File: src/hdl/decoder_settings.svh
`ifndef DECODER_SETTINGS_SVH
`define DECODER_SETTINGS_SVH

// Grid of stabilizer nodes, rows by columns
`define GRID_X 4
`define GRID_Z 3

// Growth needed before a link counts as fully grown
`define LINK_WEIGHT 2
`define BOUNDARY_WEIGHT 1   // Boundary links have one endpoint only

// Growth cycles spent on each round
`define GROW_STEPS 1

// Largest weight in use, sizes the growth counters
`define MAX_WEIGHT 2

`endif

File: src/hdl/decoder_pkg.sv
package decoder_pkg;

`include "decoder_settings.svh"

    localparam int NODE_COUNT = `GRID_X * `GRID_Z;
    localparam int NS_COUNT = (`GRID_X + 1) * `GRID_Z;    // Includes top and bottom rows
    localparam int EW_COUNT = `GRID_X * (`GRID_Z + 1);    // Includes left and right columns
    localparam int CORR_COUNT = NS_COUNT + EW_COUNT;

    // Sequence of one decoding round
    typedef enum logic [1:0] {
        STAGE_IDLE,
        STAGE_MEASURE,
        STAGE_GROW,
        STAGE_REPORT
    } stage_e;

    // Node index is row * GRID_Z + column
    typedef logic [NODE_COUNT-1:0] node_vec_t;

    typedef logic [NS_COUNT-1:0] ns_vec_t;
    typedef logic [EW_COUNT-1:0] ew_vec_t;

    // NS links in the low bits, EW links above them
    typedef logic [CORR_COUNT-1:0] corr_vec_t;

    typedef logic [$clog2(CORR_COUNT + 1)-1:0] corr_count_t;
    typedef logic [$clog2(`MAX_WEIGHT + 1)-1:0] growth_t;

endpackage

File: src/hdl/link_grow_if.sv
`timescale 1ns/1ns

// Stage control and defects out to one link array, grown flags back
interface link_grow_if
    import decoder_pkg::*;
#(
    parameter int WIDTH = 1
);

    stage_e           stage;
    node_vec_t        defects;      // Changed nodes of the current round
    logic [WIDTH-1:0] grown;        // One flag per link
    logic             grown_valid;

    modport ctrl (
        output stage,
        output defects
    );

    modport links (
        input  stage,
        input  defects,
        output grown,
        output grown_valid
    );

    modport sink (
        input grown,
        input grown_valid
    );

endinterface

File: src/hdl/correction_output.sv
`timescale 1ns/1ns

module correction_output
    import decoder_pkg::*;
(
    input  logic        clk,
    input  logic        reset_i,
    link_grow_if.sink   ns_bus,
    link_grow_if.sink   ew_bus,
    output logic        corr_valid_o,
    input  logic        corr_ready_i,
    output corr_vec_t   correction_o,
    output corr_count_t corr_count_o,
    output logic        result_taken_o
);

    corr_vec_t   merged;
    corr_vec_t   corr_q;
    corr_count_t count_q;
    logic        valid_q;
    logic        load;

    // Number of links marked for correction
    function automatic corr_count_t count_ones(input corr_vec_t vec);
        corr_count_t total;
        total = '0;
        for (int i = 0; i < $bits(corr_vec_t); i++) begin
            total = total + corr_count_t'(vec[i]);
        end
        return total;
    endfunction

    assign merged = {ew_bus.grown, ns_bus.grown};   // EW index range sits above NS
    assign load = ns_bus.grown_valid && ew_bus.grown_valid && !valid_q;
    assign result_taken_o = valid_q && corr_ready_i;

    always_ff @(posedge clk) begin
        if (reset_i) begin
            valid_q <= 1'b0;
        end else if (load) begin
            valid_q <= 1'b1;
        end else if (result_taken_o) begin
            valid_q <= 1'b0;
        end
    end

    // Result is captured once per round and held under back-pressure
    always_ff @(posedge clk) begin
        if (load) begin
            corr_q <= merged;
            count_q <= count_ones(merged);
        end
    end

    assign corr_valid_o = valid_q;
    assign correction_o = corr_q;
    assign corr_count_o = count_q;

    a_hold_result: assert property (@(posedge clk) disable iff (reset_i)
        (corr_valid_o && !corr_ready_i) |=> (corr_valid_o && $stable(correction_o)));

endmodule

File: src/hdl/decoding_graph.sv
`timescale 1ns/1ns
`include "decoder_settings.svh"

module decoding_graph
    import decoder_pkg::*;
(
    input  logic                           clk,
    input  logic                           reset_i,
    input  logic                           meas_valid_i,
    output logic                           meas_ready_o,
    input  logic [`GRID_X*`GRID_Z-1:0]     measurements_i,
    output logic                           corr_valid_o,
    input  logic                           corr_ready_i,
    output logic [$bits(corr_vec_t)-1:0]   correction_o,
    output logic [$bits(corr_count_t)-1:0] corr_count_o
);

    logic result_taken;   // Output transfer, releases the stage FSM

    link_grow_if #(.WIDTH(NS_COUNT)) ns_bus ();
    link_grow_if #(.WIDTH(EW_COUNT)) ew_bus ();

    syndrome_stage i_syndrome_stage (
        .clk            (clk),
        .reset_i        (reset_i),
        .meas_valid_i   (meas_valid_i),
        .meas_ready_o   (meas_ready_o),
        .measurements_i (measurements_i),
        .result_taken_i (result_taken),
        .ns_bus         (ns_bus),
        .ew_bus         (ew_bus)
    );

    // Both link arrays grow side by side
    ns_link_array i_ns_link_array (
        .clk     (clk),
        .reset_i (reset_i),
        .bus     (ns_bus)
    );

    ew_link_array i_ew_link_array (
        .clk     (clk),
        .reset_i (reset_i),
        .bus     (ew_bus)
    );

    correction_output i_correction_output (
        .clk            (clk),
        .reset_i        (reset_i),
        .ns_bus         (ns_bus),
        .ew_bus         (ew_bus),
        .corr_valid_o   (corr_valid_o),
        .corr_ready_i   (corr_ready_i),
        .correction_o   (correction_o),
        .corr_count_o   (corr_count_o),
        .result_taken_o (result_taken)
    );

endmodule

File: src/hdl/ew_link_array.sv
`timescale 1ns/1ns
`include "decoder_settings.svh"

module ew_link_array
    import decoder_pkg::*;
(
    input logic        clk,
    input logic        reset_i,
    link_grow_if.links bus
);

    localparam int GW = $bits(growth_t);

    ew_vec_t grown_vec;

    // Link (r, c) joins node (r, c-1) and node (r, c)
    for (genvar r = 0; r < `GRID_X; r++) begin : g_row
        for (genvar c = 0; c <= `GRID_Z; c++) begin : g_col
            localparam bit BOUNDARY = (c == 0) || (c == `GRID_Z);
            localparam growth_t WEIGHT = BOUNDARY ? growth_t'(`BOUNDARY_WEIGHT)
                                                  : growth_t'(`LINK_WEIGHT);
            logic        west_def;
            logic        east_def;
            logic [1:0]  ends;
            logic [GW:0] sum;      // One bit wider to catch overshoot
            growth_t     cnt_q;

            if (c > 0) begin : g_west
                assign west_def = bus.defects[r * `GRID_Z + c - 1];
            end else begin : g_left
                assign west_def = 1'b0;
            end

            if (c < `GRID_Z) begin : g_east
                assign east_def = bus.defects[r * `GRID_Z + c];
            end else begin : g_right
                assign east_def = 1'b0;
            end

            assign ends = {1'b0, west_def} + {1'b0, east_def};
            assign sum = {1'b0, cnt_q} + (GW + 1)'(ends);

            always_ff @(posedge clk) begin
                if (reset_i || bus.stage == STAGE_MEASURE) begin
                    cnt_q <= '0;
                end else if (bus.stage == STAGE_GROW) begin
                    if (sum >= {1'b0, WEIGHT}) begin
                        cnt_q <= WEIGHT;
                    end else begin
                        cnt_q <= sum[GW-1:0];
                    end
                end
            end

            assign grown_vec[r * (`GRID_Z + 1) + c] = (cnt_q == WEIGHT);

            a_cnt_max: assert property (@(posedge clk) disable iff (reset_i)
                cnt_q <= growth_t'(`MAX_WEIGHT));
        end
    end

    assign bus.grown = grown_vec;
    assign bus.grown_valid = (bus.stage == STAGE_REPORT);   // Counters hold in REPORT

endmodule

File: src/hdl/ns_link_array.sv
`timescale 1ns/1ns
`include "decoder_settings.svh"

module ns_link_array
    import decoder_pkg::*;
(
    input logic        clk,
    input logic        reset_i,
    link_grow_if.links bus
);

    localparam int GW = $bits(growth_t);

    ns_vec_t grown_vec;

    // Link (r, c) joins node (r-1, c) and node (r, c)
    for (genvar r = 0; r <= `GRID_X; r++) begin : g_row
        for (genvar c = 0; c < `GRID_Z; c++) begin : g_col
            localparam bit BOUNDARY = (r == 0) || (r == `GRID_X);
            localparam growth_t WEIGHT = BOUNDARY ? growth_t'(`BOUNDARY_WEIGHT)
                                                  : growth_t'(`LINK_WEIGHT);
            logic        north_def;
            logic        south_def;
            logic [1:0]  ends;     // Defect endpoints of this link
            logic [GW:0] sum;
            growth_t     cnt_q;

            if (r > 0) begin : g_north
                assign north_def = bus.defects[(r - 1) * `GRID_Z + c];
            end else begin : g_top
                assign north_def = 1'b0;
            end

            if (r < `GRID_X) begin : g_south
                assign south_def = bus.defects[r * `GRID_Z + c];
            end else begin : g_bottom
                assign south_def = 1'b0;
            end

            assign ends = {1'b0, north_def} + {1'b0, south_def};
            assign sum = {1'b0, cnt_q} + (GW + 1)'(ends);

            always_ff @(posedge clk) begin
                if (reset_i || bus.stage == STAGE_MEASURE) begin
                    cnt_q <= '0;
                end else if (bus.stage == STAGE_GROW) begin
                    if (sum >= {1'b0, WEIGHT}) begin
                        cnt_q <= WEIGHT;    // Saturate at the link weight
                    end else begin
                        cnt_q <= sum[GW-1:0];
                    end
                end
            end

            assign grown_vec[r * `GRID_Z + c] = (cnt_q == WEIGHT);

            a_cnt_max: assert property (@(posedge clk) disable iff (reset_i)
                cnt_q <= growth_t'(`MAX_WEIGHT));
        end
    end

    assign bus.grown = grown_vec;
    assign bus.grown_valid = (bus.stage == STAGE_REPORT);

endmodule

File: src/hdl/syndrome_stage.sv
`timescale 1ns/1ns
`include "decoder_settings.svh"

module syndrome_stage
    import decoder_pkg::*;
(
    input  logic      clk,
    input  logic      reset_i,
    input  logic      meas_valid_i,
    output logic      meas_ready_o,
    input  node_vec_t measurements_i,
    input  logic      result_taken_i,
    link_grow_if.ctrl ns_bus,
    link_grow_if.ctrl ew_bus
);

    localparam int STEP_W = $clog2(`GROW_STEPS + 1);
    localparam logic [STEP_W-1:0] LAST_STEP = STEP_W'(`GROW_STEPS - 1);

    stage_e            state_q;
    node_vec_t         prev_meas_q;    // Last accepted round
    node_vec_t         defects_q;
    logic [STEP_W-1:0] step_q;         // Growth cycles done so far
    logic              accept;

    assign meas_ready_o = (state_q == STAGE_IDLE);
    assign accept = meas_valid_i && meas_ready_o;

    // Round sequencing, one round in flight
    always_ff @(posedge clk) begin
        if (reset_i) begin
            state_q <= STAGE_IDLE;
            prev_meas_q <= '0;
            step_q <= '0;
        end else begin
            case (state_q)
                STAGE_IDLE: begin
                    if (accept) begin
                        prev_meas_q <= measurements_i;
                        state_q <= STAGE_MEASURE;
                    end
                end
                STAGE_MEASURE: begin
                    step_q <= '0;    // Arrays clear their counters here
                    state_q <= STAGE_GROW;
                end
                STAGE_GROW: begin
                    if (step_q == LAST_STEP) begin
                        state_q <= STAGE_REPORT;
                    end else begin
                        step_q <= step_q + 1'b1;
                    end
                end
                STAGE_REPORT: begin
                    // Hold until the result has left the output stage
                    if (result_taken_i) begin
                        state_q <= STAGE_IDLE;
                    end
                end
                default: state_q <= STAGE_IDLE;
            endcase
        end
    end

    // A defect is a node whose measurement flipped since the last round
    always_ff @(posedge clk) begin
        if (accept) begin
            defects_q <= measurements_i ^ prev_meas_q;
        end
    end

    assign ns_bus.stage = state_q;
    assign ns_bus.defects = defects_q;
    assign ew_bus.stage = state_q;
    assign ew_bus.defects = defects_q;

    // Only the round waiting in REPORT can have its result taken
    a_report_hold: assert property (@(posedge clk) disable iff (reset_i)
        result_taken_i |-> state_q == STAGE_REPORT);

endmodule

File: config.mk
export PLATFORM = sky130hd
export DESIGN_NAME = decoding_graph
export DESIGN_NICKNAME = d
export VERILOG_FILES = /design/src/hdl/decoder_pkg.sv /design/src/hdl/link_grow_if.sv /design/src/hdl/correction_output.sv /design/src/hdl/decoding_graph.sv /design/src/hdl/ew_link_array.sv /design/src/hdl/ns_link_array.sv /design/src/hdl/syndrome_stage.sv
export VERILOG_INCLUDE_DIRS = /design/src /design/src/hdl
export SDC_FILE = /design/constraint.sdc
export NUM_CORES = 1
export LEC_CHECK = 0
export ABC_AREA = 1
export BUFFER_PORTS_ARGS = -buffer_cell sky130_fd_sc_hd__buf_2
export CAP_MARGIN = 15
export CORE_MARGIN = 3
export CORE_UTILIZATION = 45
export CTS_BUF_LIST = sky130_fd_sc_hd__clkbuf_8
export DETAILED_ROUTE_END_ITERATION = 16
export PLACE_DENSITY = 0.63
export SYNTH_ARGS = -nofsm -noshare
export SYNTH_HDL_FRONTEND = slang
export SYNTH_HIERARCHICAL = 1
export SYNTH_SLANG_ARGS = --single-unit
File: constraint.sdc
create_clock -name clk -period 5.5 [get_ports clk]
set_clock_uncertainty 0.15 [all_clocks]
set_input_delay 0.275 -clock clk [delete_from_list [all_inputs] [get_ports clk]]
set_output_delay 0.275 -clock clk [all_outputs]
set_load 0.05 [all_outputs]
; Word-level counts from Yosys, hierarchy flattened
; Index checks and enable logic that the tools add are counted.
[word_totals]
mem_count = 0
latchBits = 0
romBits = 0
register_bits = 126
input_bits = 16
output_inout_bits = 38
ramBits = 0
[classes]
bitwise = 1
add_sub_neg = 79
eq_ne = 37
n_shift = 0
muxes = 39
n_mul = 0
n_lt_le_gt_ge = 31
div = 0
reduce_logical = 10
[op_table]
columns = cell, count
row1 = $add A5 B1 Y5, 29
row2 = $mux W2, 34
row3 = $add A2 B2 Y3, 17
row4 = $ge A3 B2 Y1 const B, 17
row5 = $add A2 B1 Y3, 14
row6 = $ge A3 B1 Y1 const B, 14
row7 = $eq A2 B2 Y1 const B, 19
row8 = $add A1 B1 Y2, 18
row9 = $eq A2 B1 Y1 const B, 15
row10 = $xor A12 B12 Y12, 1
row11 = $pmux W2 S4, 1
row12 = $ne A2 B2 Y1 const B, 3
row13 = $reduce_bool A2 Y1, 2
row14 = $logic_and A1 B1 Y1, 3
row15 = $mux W1, 3
row16 = $reduce_and A3 Y1, 1
row17 = $logic_not A2 Y1, 1
row18 = $pmux W1 S2, 1
row19 = $reduce_and A2 Y1, 1
row20 = $add A1 B1 Y1 const B, 1
row21 = $logic_not A1 Y1, 1
row22 = $logic_or A1 B1 Y1, 1

; Logic depth before layout (Yosys ltp)
; Gate-level depths: netlist of run 1.
[logic_depth]
word_depth = 31
depth_mapped = 19
depth_no_buf = 19

; Hierarchy
; Netlist of run 1, hierarchy kept.
[by_module_without_submodules]
columns = mod, area_each_um2, seq_area_each_um2, n_inst, cells_per_inst
row1 = ew_link_array, 2183.3, 640.6, 1, 305
row2 = ns_link_array, 2020.7, 600.6, 1, 287
row3 = correction_output, 1911.8, 1101.1, 1, 132
row4 = syndrome_stage, 1149.9, 640.6, 1, 114

; Least setup slack after synthesis of run 1
; No wires, ideal clock.
[synth_timing]
path_kind = register to register
from = reg i_ns_link_array.g_row[0].g_col[0].cnt_q[0]
to = reg i_correction_output.count_q[4], in the netlist i_correction_output/corr_count_o[4] (data pin)
setup_slack_ps = 516
t_required_ps = 5097
setup_time_ps = 253
stages_incl_launch_ff = 19
path_buffers = 0
arrival_ps = 4581
path_cell_list = dfxtp_1 inv_1 nor2_1 inv_1 fa_1 fa_1 inv_1 fa_1 fa_1 inv_1 fa_1 fa_1 inv_1 fa_1 fa_1 nand2_1 nand3_1 nand3_1 nand2_1
[synth_between]
elab_chain_len = 31
[synth_lines]
columns = item, line_no
row1 = "start, declared", ns_link_array.sv:26  ; growth_t cnt_q;
row2 = "start signal, assigned", ns_link_array.sv:50  ; cnt_q <= sum[GW-1:0];
row3 = $eq A2 B1 Y1, ns_link_array.sv:55  ; assign grown_vec[r * `GRID_Z + c] = (cnt_q == WEIGHT);
row4 = named net ns_bus.grown[0], link_grow_if.sv:12  ; logic [WIDTH-1:0] grown;
row5 = $add A1 B1 Y2, correction_output.sv:28  ; total = total + corr_count_t'(vec[i]);
row6 = $add A5 B1 Y5 (29 in series), correction_output.sv:28
row7 = "end signal, assigned", correction_output.sv:51  ; count_q <= count_ones(merged);
row8 = "end, declared", correction_output.sv:19  ; corr_count_t count_q;
; The timed path passes the listed nets, and every way through them passes these cells.
; A chain may end at the register's enable or synchronous reset.

; Final worst setup path of run 1
; Same ends and word-level chain as after synthesis.

==> results of run 1 <==
[worst min-delay path: stages]
cell and delay, ns:
sky130_fd_sc_hd__buf_2 0.09, sky130_fd_sc_hd__inv_1 0.04, sky130_fd_sc_hd__nand2_1 0.08, sky130_fd_sc_hd__a21oi_1 0.07, sky130_fd_sc_hd__nor2_1 0.07
[worst paths after layout]
kind	start	end	slack [ns]	depth (start not counted)
worst max-delay path	i_ns_link_array/g_row[0].g_col[0].cnt_q[0]	i_correction_output/corr_count_o[4]	0.33	18
worst min-delay path	meas_valid_i	i_syndrome_stage/ew_bus.stage[0]	0.08	5
worst max register to register	i_ns_link_array/g_row[0].g_col[0].cnt_q[0]	i_correction_output/corr_count_o[4]	0.33	18
worst min register to register	i_ns_link_array/g_row[1].g_col[1].cnt_q[1]	i_ns_link_array/g_row[1].g_col[1].cnt_q[1]	0.32	2
[metrics by stage]
step                util (%)  setup slack, ns  power [mW]  cell area [sq um]  cells
floorplan                  -            0.516        3.11               7270    838
global placement        48.6            0.327        3.40               7520   1069
detailed placement      48.6            0.275        3.46               7520   1069
CTS                     52.2            0.253        4.32               8080   1115
global route            52.2           0.0306        4.80               8080   1115
finish                  52.2            0.326        4.27               8080   1115
[layer usage]
layer	GRT usage [%]	up-vias	wire, um
li1	-	2595	-
met1	23.2	2222	6810
met2	26.1	108	6290
met3	4.22	12	713
met4	5.25	0	172
met5	0	-	0
[where the power goes]
part | total (mW) | internal [mW] | switching, mW
clock | 0.839 | 0.459 | 0.380
sequential | 1.42 | 1.24 | 0.178
combinational | 2.02 | 0.765 | 1.25
total | 4.27 | 2.46 | 1.81
[area by class of cell]
class | count | area, sq um | share of cell area, %
inverters | 206 | 773 | 9.57
repair buffers | 68 | 413 | 5.11
multi-input cells | 473 | 3230 | 40.0
well taps | 211 | 264 | 3.27
flip-flops and latches | 125 | 2980 | 36.9
clock inverters | 14 | 169 | 2.09
clock buffers | 18 | 248 | 3.07
[cells by family (layout without fill, tap and decap cells)]
| family | count (synthesis) | after routing | synth area share, % |
|---|---|---|---|
| and+or+nand+nor | 290 | 290 | 15.4 |
| buffers and inverters | 240 | 306 | 14.7 |
| adders and majority gates | 96 | 96 | 20.7 |
| xor gates and xnor gates | 13 | 13 | 1.57 |
| AOI/OAI and AO/OA | 74 | 74 | 6.66 |
| DFF | 125 | 125 | 41.1 |
[flip-flops by register name, summed over array words and instances, names as in the netlist]
signal	cells
i_correction_output/corr_count_o	5
i_ns_link_array/g_row.g_col.cnt_q	30
i_ew_link_array/g_row.g_col.cnt_q	32
i_correction_output/correction_o	31
i_syndrome_stage/prev_meas_q	12
i_syndrome_stage/ew_bus.defects	12
i_correction_output/corr_valid_o	1
i_syndrome_stage/ew_bus.stage	2
[cell usage in the layout (no fill, tap or decap), types with 2 or more instances in the layout]
master / count
sky130_fd_sc_hd__inv_1: 201
sky130_fd_sc_hd__nand2_1: 185
sky130_fd_sc_hd__nor2_1: 90
sky130_fd_sc_hd__dfxtp_1: 77
sky130_fd_sc_hd__ha_1: 56
sky130_fd_sc_hd__buf_2: 53
sky130_fd_sc_hd__edfxtp_1: 48
sky130_fd_sc_hd__a21oi_1: 39
sky130_fd_sc_hd__fa_1: 39
sky130_fd_sc_hd__a21oi_2: 19
sky130_fd_sc_hd__clkbuf_8: 18
sky130_fd_sc_hd__dlygate4sd3_1: 14
sky130_fd_sc_hd__xor2_1: 13
sky130_fd_sc_hd__o21ai_0: 12
sky130_fd_sc_hd__nand3_1: 7
sky130_fd_sc_hd__clkinvlp_4: 5
sky130_fd_sc_hd__inv_2: 5
sky130_fd_sc_hd__clkinv_2: 3
sky130_fd_sc_hd__bufinv_16: 3
sky130_fd_sc_hd__clkinv_4: 2
sky130_fd_sc_hd__nor2_2: 2
sky130_fd_sc_hd__a21oi_4: 2
sky130_fd_sc_hd__nand2_2: 2
[timing repair]
item                                    in CTS  in global routing
endpoints found under the setup margin       0                  1
gates resized for setup                      0                  1
hold buffers                                14                  0
endpoints found under the hold margin       25                  0
==> metrics.txt, run 1 <==
global-route wire length before repair around 23000 um; area grow syn2layout 11.2%; endpoint kind of the worst setup timing path flop; number of nets in the layout 1003; Remaining DRCs 0; outcome finished clean; required time at the worst-slack endpoint approximately 5.5 ns; number of top-level pins 54; most frequent cell after synthesis sky130_fd_sc_hd__inv_1; top_reg_cell synth sky130_fd_sc_hd__dfxtp_1; highest clock rate 193 MHz; CTS Buffer Depth 2; asr flop ratio synth 0%; All-Layer GR Usage about 17%; relative max-transition margin between 20% and 30%; gate count of the mapped netlist between 800 and 900; clock tree root buffer cell sky130_fd_sc_hd__clkbuf_8; routed vias about 4.9k; CP cell instances inv_1 -> nor2_1 -> inv_1 -> fa_1 -> fa_1 -> inv_1 -> fa_1 -> fa_1 -> inv_1 -> fa_1 -> fa_1 -> inv_1 -> fa_1 -> fa_2 -> nand2_1 -> nand3_1 -> nand3_1 -> nand2_1; Worst Hold Margin roughly 0.075 ns; clock sink count about 130; summed instance area of the synthesized netlist slightly above 0.007 sq mm; final hold viol count 0; transition time at the pin with the least slew margin 1.05 ns; aggregate global routing overflow 0; number of global-route vias before repair between 4k and 5k; Largest delay share family, worst path adder cells; RSZ-0062 raised after global routing false; leakage power ~3.8 nW; largest net degree at the start of global routing 45; Site Rows 45; routed len/inst 12.5 um; antenna cells 0; combined buffer and inverter count along the critical path 5; effective utilization at floorplan 46.9%; clk slew on worst S/H paths ~0.080 ns; Final Wtd Congestion 0.796; ranking of synthesized cells by area sky130_fd_sc_hd__dfxtp_1 21%, sky130_fd_sc_hd__edfxtp_1 20%, sky130_fd_sc_hd__fa_1 11%, sky130_fd_sc_hd__inv_1 10%, sky130_fd_sc_hd__ha_1 9.6%; proportion of layout cells with a drive suffix above 1 between 10% and 20%; Die Y around 130 um; most frequent cells after synthesis 201 x sky130_fd_sc_hd__inv_1, 185 x sky130_fd_sc_hd__nand2_1, 91 x sky130_fd_sc_hd__nor2_1; mean instance size in the synthesized netlist 8.67 sq um; 1st-iter DRT viols 386; cell taking the most area after synthesis sky130_fd_sc_hd__dfxtp_1; cell occurring most often along the worst timing path sky130_fd_sc_hd__fa_1; launching element type of the critical path flop; router iterations before antenna repair 5; final antenna-violating net count 0; Period minus WS final 5.17 ns; buffer count from post-CTS setup fixing 0; EDFF count, synth 48; Finish-stage setup viols 0; slowest stage cell on the critical path sky130_fd_sc_hd__fa_1; Yosys warnings 6; HPWL Detailed roughly 10000 um; die area between 0.015 and 0.02 sq mm; final cycle utilization of the critical path between 90% and 100%; Max Slew Vio Count 0; clock buffers created by TritonCTS 17; overall die width roughly 130 um; clock tree from TritonCTS done; Critical Path Fanout Max 3; area share of the leading cell type in the synthesized netlist between 20% and 30%; critical path class reg -> reg; worst-case vdd ir drop roughly 0.31 mV; quantity of I/O buffers inserted on ports 53; Setup Total Neg Slack 0 ns; sequential-to-total area share from yosys stat between 40% and 50%; number of maximum-capacitance constraint violations 0; synthesized flop and latch total 125; delay of the slowest cell on the worst path approximately 0.56 ns; antenna violations before repair 0; H-tree depth reported by CTS 4; total of fill cells in the finished design ~1.4k; mean number of vias per cell between 4 and 5; total wire length after detailed routing ~14000 um; clock insertion delay at the later pin of the skew report between 0.4 and 0.5 ns; Data arrival, critical path between 5 and 6 ns; area of the core roughly 0.015 sq mm; power per cell area 529 mW/mm^2; number of distinct library cells after synthesis 25; worst min-delay path class in -> reg; synthesized net count 950
Note: power is estimated with default switching activity, not from simulation.
==> run 2, diff against run 1 <==
PLACE_DENSITY = unset   (was 0.63)
==> run 2 against run 1 <==
First-iteration DRC count decreased by 35%. Design area about the same. Power increased by 0.43%. Critical endpoint unchanged.
==> metrics.txt, run 2 (same netlist as run 1, synthesis figures left out) <==
outcome finished clean; clock buffers created by TritonCTS 17; Finish-stage setup viols 0; worst min-delay path class in -> reg; HPWL Detailed approximately 10000 um; dpl ws ~0.26 ns; required time at the worst-slack endpoint 5.54 ns; clock tree from TritonCTS done; instance count after placement with tap cells included 1069; aggregate global routing overflow 0; RSZ-0062 raised after global routing false; Setup WS post-layout roughly 0.26 ns; highest clock rate about 190 MHz; routed vias slightly below 5k; endpoint kind of the worst setup timing path flop; overall die width 133 um; routed len/inst between 10 and 15 um; number of maximum-capacitance constraint violations 0; launching element type of the critical path flop; effective utilization at floorplan roughly 47%; buffer count from post-CTS setup fixing 0; Period minus WS final 5.24 ns; proportion of layout cells with a drive suffix above 1 about 13%; number of standard cells in the final layout excluding fillers roughly 1.1k; leakage power around 3.8 nW; Remaining DRCs 0; relative max-transition margin between 20% and 30%; CTS Buffer Depth 2; mean number of vias per cell roughly 4.4; final hold viol count 0; worst min-delay path startpoint meas_valid_i; Max Slew Vio Count 0; clock insertion delay at the later pin of the skew report around 0.44 ns; Data arrival, critical path about 5.3 ns; number of top-level pins 54; 1st-iter DRT viols 252; number of nets in the layout between 1k and 1.5k; Setup Total Neg Slack 0 ns; clock sink count between 100 and 150; total wire length after detailed routing ~14000 um; area of the core about 0.015 sq mm; total area of sequential cells slightly below 0.003 sq mm; total of fill cells in the finished design approximately 1.5k; number of global-route vias before repair 4641; launch point of the critical path i_ns_link_array/g_row[0].g_col[0].cnt_q[0]; power per cell area roughly 530 mW/mm^2; die area approximately 0.018 sq mm; antenna cells 0; All-Layer GR Usage roughly 17%; Critical Path Fanout Max 3; Die Y between 100 and 150 um; final cycle utilization of the critical path a little over nine tenths; Final Wtd Congestion 0.802; worst-case vdd ir drop around 0.26 mV; max reg flops 32; global-route wire length before repair approximately 23000 um; worst reg2reg startpoint i_ns_link_array/g_row[0].g_col[0].cnt_q[0]; quantity of I/O buffers inserted on ports 53; Site Rows 45; antenna violations before repair 0; H-tree depth reported by CTS 4; clock tree root buffer cell sky130_fd_sc_hd__clkbuf_8; commonest cells after routing, fill and taps aside 201 x sky130_fd_sc_hd__inv_1, 185 x sky130_fd_sc_hd__nand2_1, 90 x sky130_fd_sc_hd__nor2_1; area grow syn2layout 11.1%; area of the multi-input gates 0.00323 sq mm; critical path class reg -> reg; transition time at the pin with the least slew margin 1.08 ns; most common cell after layout, fill and taps aside sky130_fd_sc_hd__inv_1; router iterations before antenna repair 5; final antenna-violating net count 0; largest net degree at the start of global routing 45; clk slew on worst S/H paths 0.07 ns; largest register by flop count i_ew_link_array/g_row.g_col.cnt_q
==> run 2: layout make-up <==
type | instances | share of cell area (%)
clock buffers | 17 | 2.90
clock inverters | 15 | 2.20
inverters | 206 | 9.58
multi-input cells | 473 | 40.0
flip-flops and latches | 125 | 37.0
well taps | 211 | 3.27
repair buffers | 68 | 5.12
==> run 2: what timing repair did <==
item	in CTS	in global routing
hold buffers	14	0
gates resized for setup	0	0
endpoints found under the setup margin	0	0
endpoints found under the hold margin	25	0
==> run 2: power breakdown <==
group	switching [mW]	internal, mW
logic	1.26	0.772
clock network	0.363	0.483
registers	0.171	1.24
==> run 2: path summary, 6_finish.rpt <==
kind,endpoint,slack [ns],cells past startpoint
setup reg to reg,i_correction_output/corr_count_o[4],0.26,18
setup / recovery,i_correction_output/corr_count_o[4],0.26,18
hold / removal,i_syndrome_stage/ew_bus.stage[0],0.09,5
hold reg to reg,i_ns_link_array/g_row[3].g_col[2].cnt_q[1],0.32,2
==> run 2: critical path, stage by stage (launching register included) <==
cell	delay, ns
sky130_fd_sc_hd__dfxtp_1	0.35
sky130_fd_sc_hd__inv_1	0.04
sky130_fd_sc_hd__nor2_1	0.12
sky130_fd_sc_hd__inv_1	0.08
sky130_fd_sc_hd__fa_1	0.52
sky130_fd_sc_hd__fa_1	0.56
sky130_fd_sc_hd__inv_1	0.07
sky130_fd_sc_hd__fa_1	0.47
sky130_fd_sc_hd__fa_1	0.51
sky130_fd_sc_hd__inv_1	0.05
sky130_fd_sc_hd__fa_1	0.45
sky130_fd_sc_hd__fa_1	0.49
sky130_fd_sc_hd__inv_1	0.05
sky130_fd_sc_hd__fa_1	0.39
sky130_fd_sc_hd__fa_1	0.43
sky130_fd_sc_hd__nand2_1	0.08
sky130_fd_sc_hd__nand3_1	0.06
sky130_fd_sc_hd__nand3_1	0.06
sky130_fd_sc_hd__nand2_1	0.05
==> run 2: per-stage QoR <==
step	cell area [sq um]	utilization [%]	power [mW]	hold slack [ns]
finish	8070	52.1	4.29	0.0918
floorplan	7270	-	3.11	0.203
global placement	7520	48.6	3.41	0.305
global route	8070	52.1	4.78	0.0954
detailed placement	7520	48.6	3.48	0.308
CTS	8070	52.1	4.35	0.0469
==> run 2: per-layer routing <==
| metal | vias up | track usage (%) | part of all wire [%] |
|---|---|---|---|
| met5 | - | 0 | 0 |
| met4 | 0 | 4.85 | 1.0 |
| met3 | 13 | 3.76 | 4.0 |
| met2 | 89 | 26.4 | 45 |
| met1 | 2193 | 23.0 | 50 |
| li1 | 2591 | - | - |
==> run 3, diff against run 2 <==
MAX_ROUTING_LAYER = met4   (was unset)
clock period = 4.2 ns   (was 5.5 ns; I/O delays follow)
==> run 3 against run 2 <==
The flow now finishes with violations (setup timing). Count of clock-buffer cells in the layout unchanged. Final cell count up 4.8%. Hold slack better by 0.0023 ns. Combinational power up 43%. Design area up 6.4%. Fmax up 4.6%. Flip-flop and latch count unchanged. Clock power up 43%. Via count up 5.7%. Core utilization up 3.3 points. Sequential share of layout area down 2.1 points. Non-clock buffer count up 54. Critical path type unchanged. Largest cell class unchanged. Highest routed layer unchanged.
==> metrics.txt, run 3 (same netlist as run 1, synthesis figures left out) <==
commonest cells after routing, fill and taps aside 194 x sky130_fd_sc_hd__inv_1, 185 x sky130_fd_sc_hd__nand2_1, 75 x sky130_fd_sc_hd__nor2_1; Remaining DRCs 0; clock sink count around 130; hold path cells 4; antenna violations before repair 0; launching element type of the critical path flop; required time at the worst-slack endpoint 4.26 ns; dpl ws -0.833 ns; All-Layer GR Usage between 10% and 20%; endpoint kind of the worst setup timing path flop; net switching power around 2.5 mW; global-route wire length before repair about 24000 um; worst hold path endpoint i_ns_link_array/g_row[3].g_col[2].cnt_q[0]; mean number of vias per cell approximately 4.4; Period minus WS final between 5 and 6 ns; switching power share of the total between 40% and 50%; Setup WS post-layout -0.807 ns; clock tree from TritonCTS done; Critical Path Fanout Max 3; number of top-level pins 54; relative max-transition margin a little under a third; H-tree depth reported by CTS 4; total of fill cells in the finished design roughly 1.4k; clock tree root buffer cell sky130_fd_sc_hd__clkbuf_8; Flop pwr share between 30% and 40%; HPWL Detailed 10000 um; router iterations before antenna repair 8; transition time at the pin with the least slew margin roughly 1.0 ns; 1st-iter DRT viols roughly 260; area of the core between 0.015 and 0.02 sq mm; quantity of I/O buffers inserted on ports 53; Data arrival, critical path between 5 and 6 ns; area grow syn2layout 18.2%; Site Rows 45; clock insertion delay at the later pin of the skew report roughly 0.44 ns; effective utilization at floorplan between 40% and 50%; RSZ-0062 raised after global routing true; critical path class reg -> reg; largest register by flop count i_ew_link_array/g_row.g_col.cnt_q; internal cell power between 3 and 4 mW; proportion of layout cells with a drive suffix above 1 a little over a fifth; Max Slew Vio Count 0; final core utilization a little under three fifths; final antenna-violating net count 0; worst min-delay path class in -> reg; Final Wtd Congestion between 0.7 and 0.8; overall die width around 130 um; leakage power roughly 4.1 nW; antenna cells 0; combinational share of power 48.7%; max reg flops 32; violated checks setup timing; die area around 0.018 sq mm; most common cell after layout, fill and taps aside sky130_fd_sc_hd__inv_1; final hold viol count 0; number of standard cells in the final layout excluding fillers around 1.2k; aggregate global routing overflow 0; r2r setup slk -0.81 ns; Finish-stage setup viols 5; CTS Buffer Depth 2; depth of the worst register-to-register path 18; number of global-route vias before repair 4812; largest net degree at the start of global routing 45; outcome finished, violations left; end of the worst register-to-register path i_correction_output/corr_count_o[4]; Setup Total Neg Slack -2.91 ns; total wire length after detailed routing about 14000 um; instance count after placement with tap cells included 1117; power per cell area 697 mW/mm^2; worst reg2reg startpoint i_ns_link_array/g_row[1].g_col[0].cnt_q[1]; routed vias between 5k and 6k; routed len/inst about 12 um; highest clock rate 200 MHz; part of the total power dissipated in the clock network 20.2%; clk slew on worst S/H paths around 0.08 ns; worst-case vdd ir drop about 0.34 mV; clock buffers created by TritonCTS 17; Die Y roughly 130 um; launch point of the critical path i_ns_link_array/g_row[1].g_col[0].cnt_q[1]; number of maximum-capacitance constraint violations 0; worst min-delay path startpoint reset_i; final cycle utilization of the critical path 119%; number of nets in the layout ~1.1k
run 3: cell types whose count changed in the layout (fill, tap and decap cells not counted), moves of 4 or more:
| cell | change |
|---|---|
| sky130_fd_sc_hd__dfxtp_1 | -6 |
| sky130_fd_sc_hd__nor2_2 | +14 |
| sky130_fd_sc_hd__nor2_1 | -15 |
| sky130_fd_sc_hd__inv_2 | +8 |
| sky130_fd_sc_hd__dfxtp_2 | +6 |
| sky130_fd_sc_hd__clkinv_1 | -4 |
| sky130_fd_sc_hd__inv_1 | -7 |
| sky130_fd_sc_hd__buf_4 | +53 |
run 3: timing repair:
item,CTS,global route
setup endpoints to repair,5,5
resized for setup,13,18
hold buffers,15,0
setup buffers,2,3
endpoints found under the hold margin,26,0
pin swaps,2,1
run 3: worst max path at each step:
| stage | cells after the start | slack (ns) | to |
|---|---|---|---|
| 6_report | 18 | -0.81 | i_correction_output/corr_count_o[4] |
| 5_1_grt | 18 | -1.0 | i_correction_output/corr_count_o[4] |
| 4_1_cts | 18 | -0.78 | i_correction_output/corr_count_o[4] |
| 3_5_place_dp | 18 | -0.83 | i_correction_output/corr_count_o[4] |
| 3_3_place_gp | 18 | -0.77 | i_correction_output/corr_count_o[4] |
| 2_1_floorplan | 18 | -0.66 | i_correction_output/corr_count_o[4] |
run 3: final cells by class:
cell class	instances	area, sq um	share of cell area (%)
clock buffer	17	234	2.73
timing repair buffer	122	821	9.56
clock inverter	15	219	2.55
inverter	206	773	9.01
multi-input combinational	473	3280	38.2
sequential	125	2990	34.8
tap	211	264	3.08
run 3: metrics by stage:
stage	cell area, sq um	power, mW	hold WS (ns)
2_1_floorplan	7270	4.09	0.138
3_3_place_gp	7890	4.66	0.304
3_5_place_dp	7890	4.71	0.305
4_1_cts	8530	6.02	0.0713
5_1_grt	8580	6.64	0.108
6_report	8580	5.99	0.0940
run 3: routing by layer:
layer | track usage, % | share of wire, % | routed length (um)
met4 | 6.41 | 1.9 | 274
met3 | 3.35 | 4.1 | 584
met5 | - | 0 | 0
met1 | 24.6 | 50 | 7230
met2 | 25.3 | 44 | 6280
run 3: power groups by stage:
stage / Sequential [mW] / Clock [mW] / Combinational (mW)
2_1_floorplan: 1.80 / 0 / 2.29
3_3_place_gp: 1.86 / 0 / 2.80
3_5_place_dp: 1.87 / 0 / 2.84
4_1_cts: 1.85 / 1.24 / 2.92
5_1_grt: 1.89 / 1.29 / 3.46
6_report: 1.86 / 1.21 / 2.92
run 3: critical path, cell delays in order, from the launching register on:
cell and delay [ns]:
sky130_fd_sc_hd__dfxtp_2 0.33, sky130_fd_sc_hd__inv_2 0.05, sky130_fd_sc_hd__nor2_2 0.04, sky130_fd_sc_hd__fa_1 0.55, sky130_fd_sc_hd__inv_2 0.05, sky130_fd_sc_hd__fa_1 0.54, sky130_fd_sc_hd__inv_2 0.04, sky130_fd_sc_hd__fa_1 0.46
sky130_fd_sc_hd__fa_1 0.51, sky130_fd_sc_hd__inv_1 0.05, sky130_fd_sc_hd__fa_1 0.45, sky130_fd_sc_hd__fa_1 0.49, sky130_fd_sc_hd__inv_1 0.05, sky130_fd_sc_hd__fa_2 0.35, sky130_fd_sc_hd__fa_2 0.37, sky130_fd_sc_hd__nand2_1 0.11
sky130_fd_sc_hd__nand3_2 0.08, sky130_fd_sc_hd__nand3_1 0.07, sky130_fd_sc_hd__nand2_1 0.05
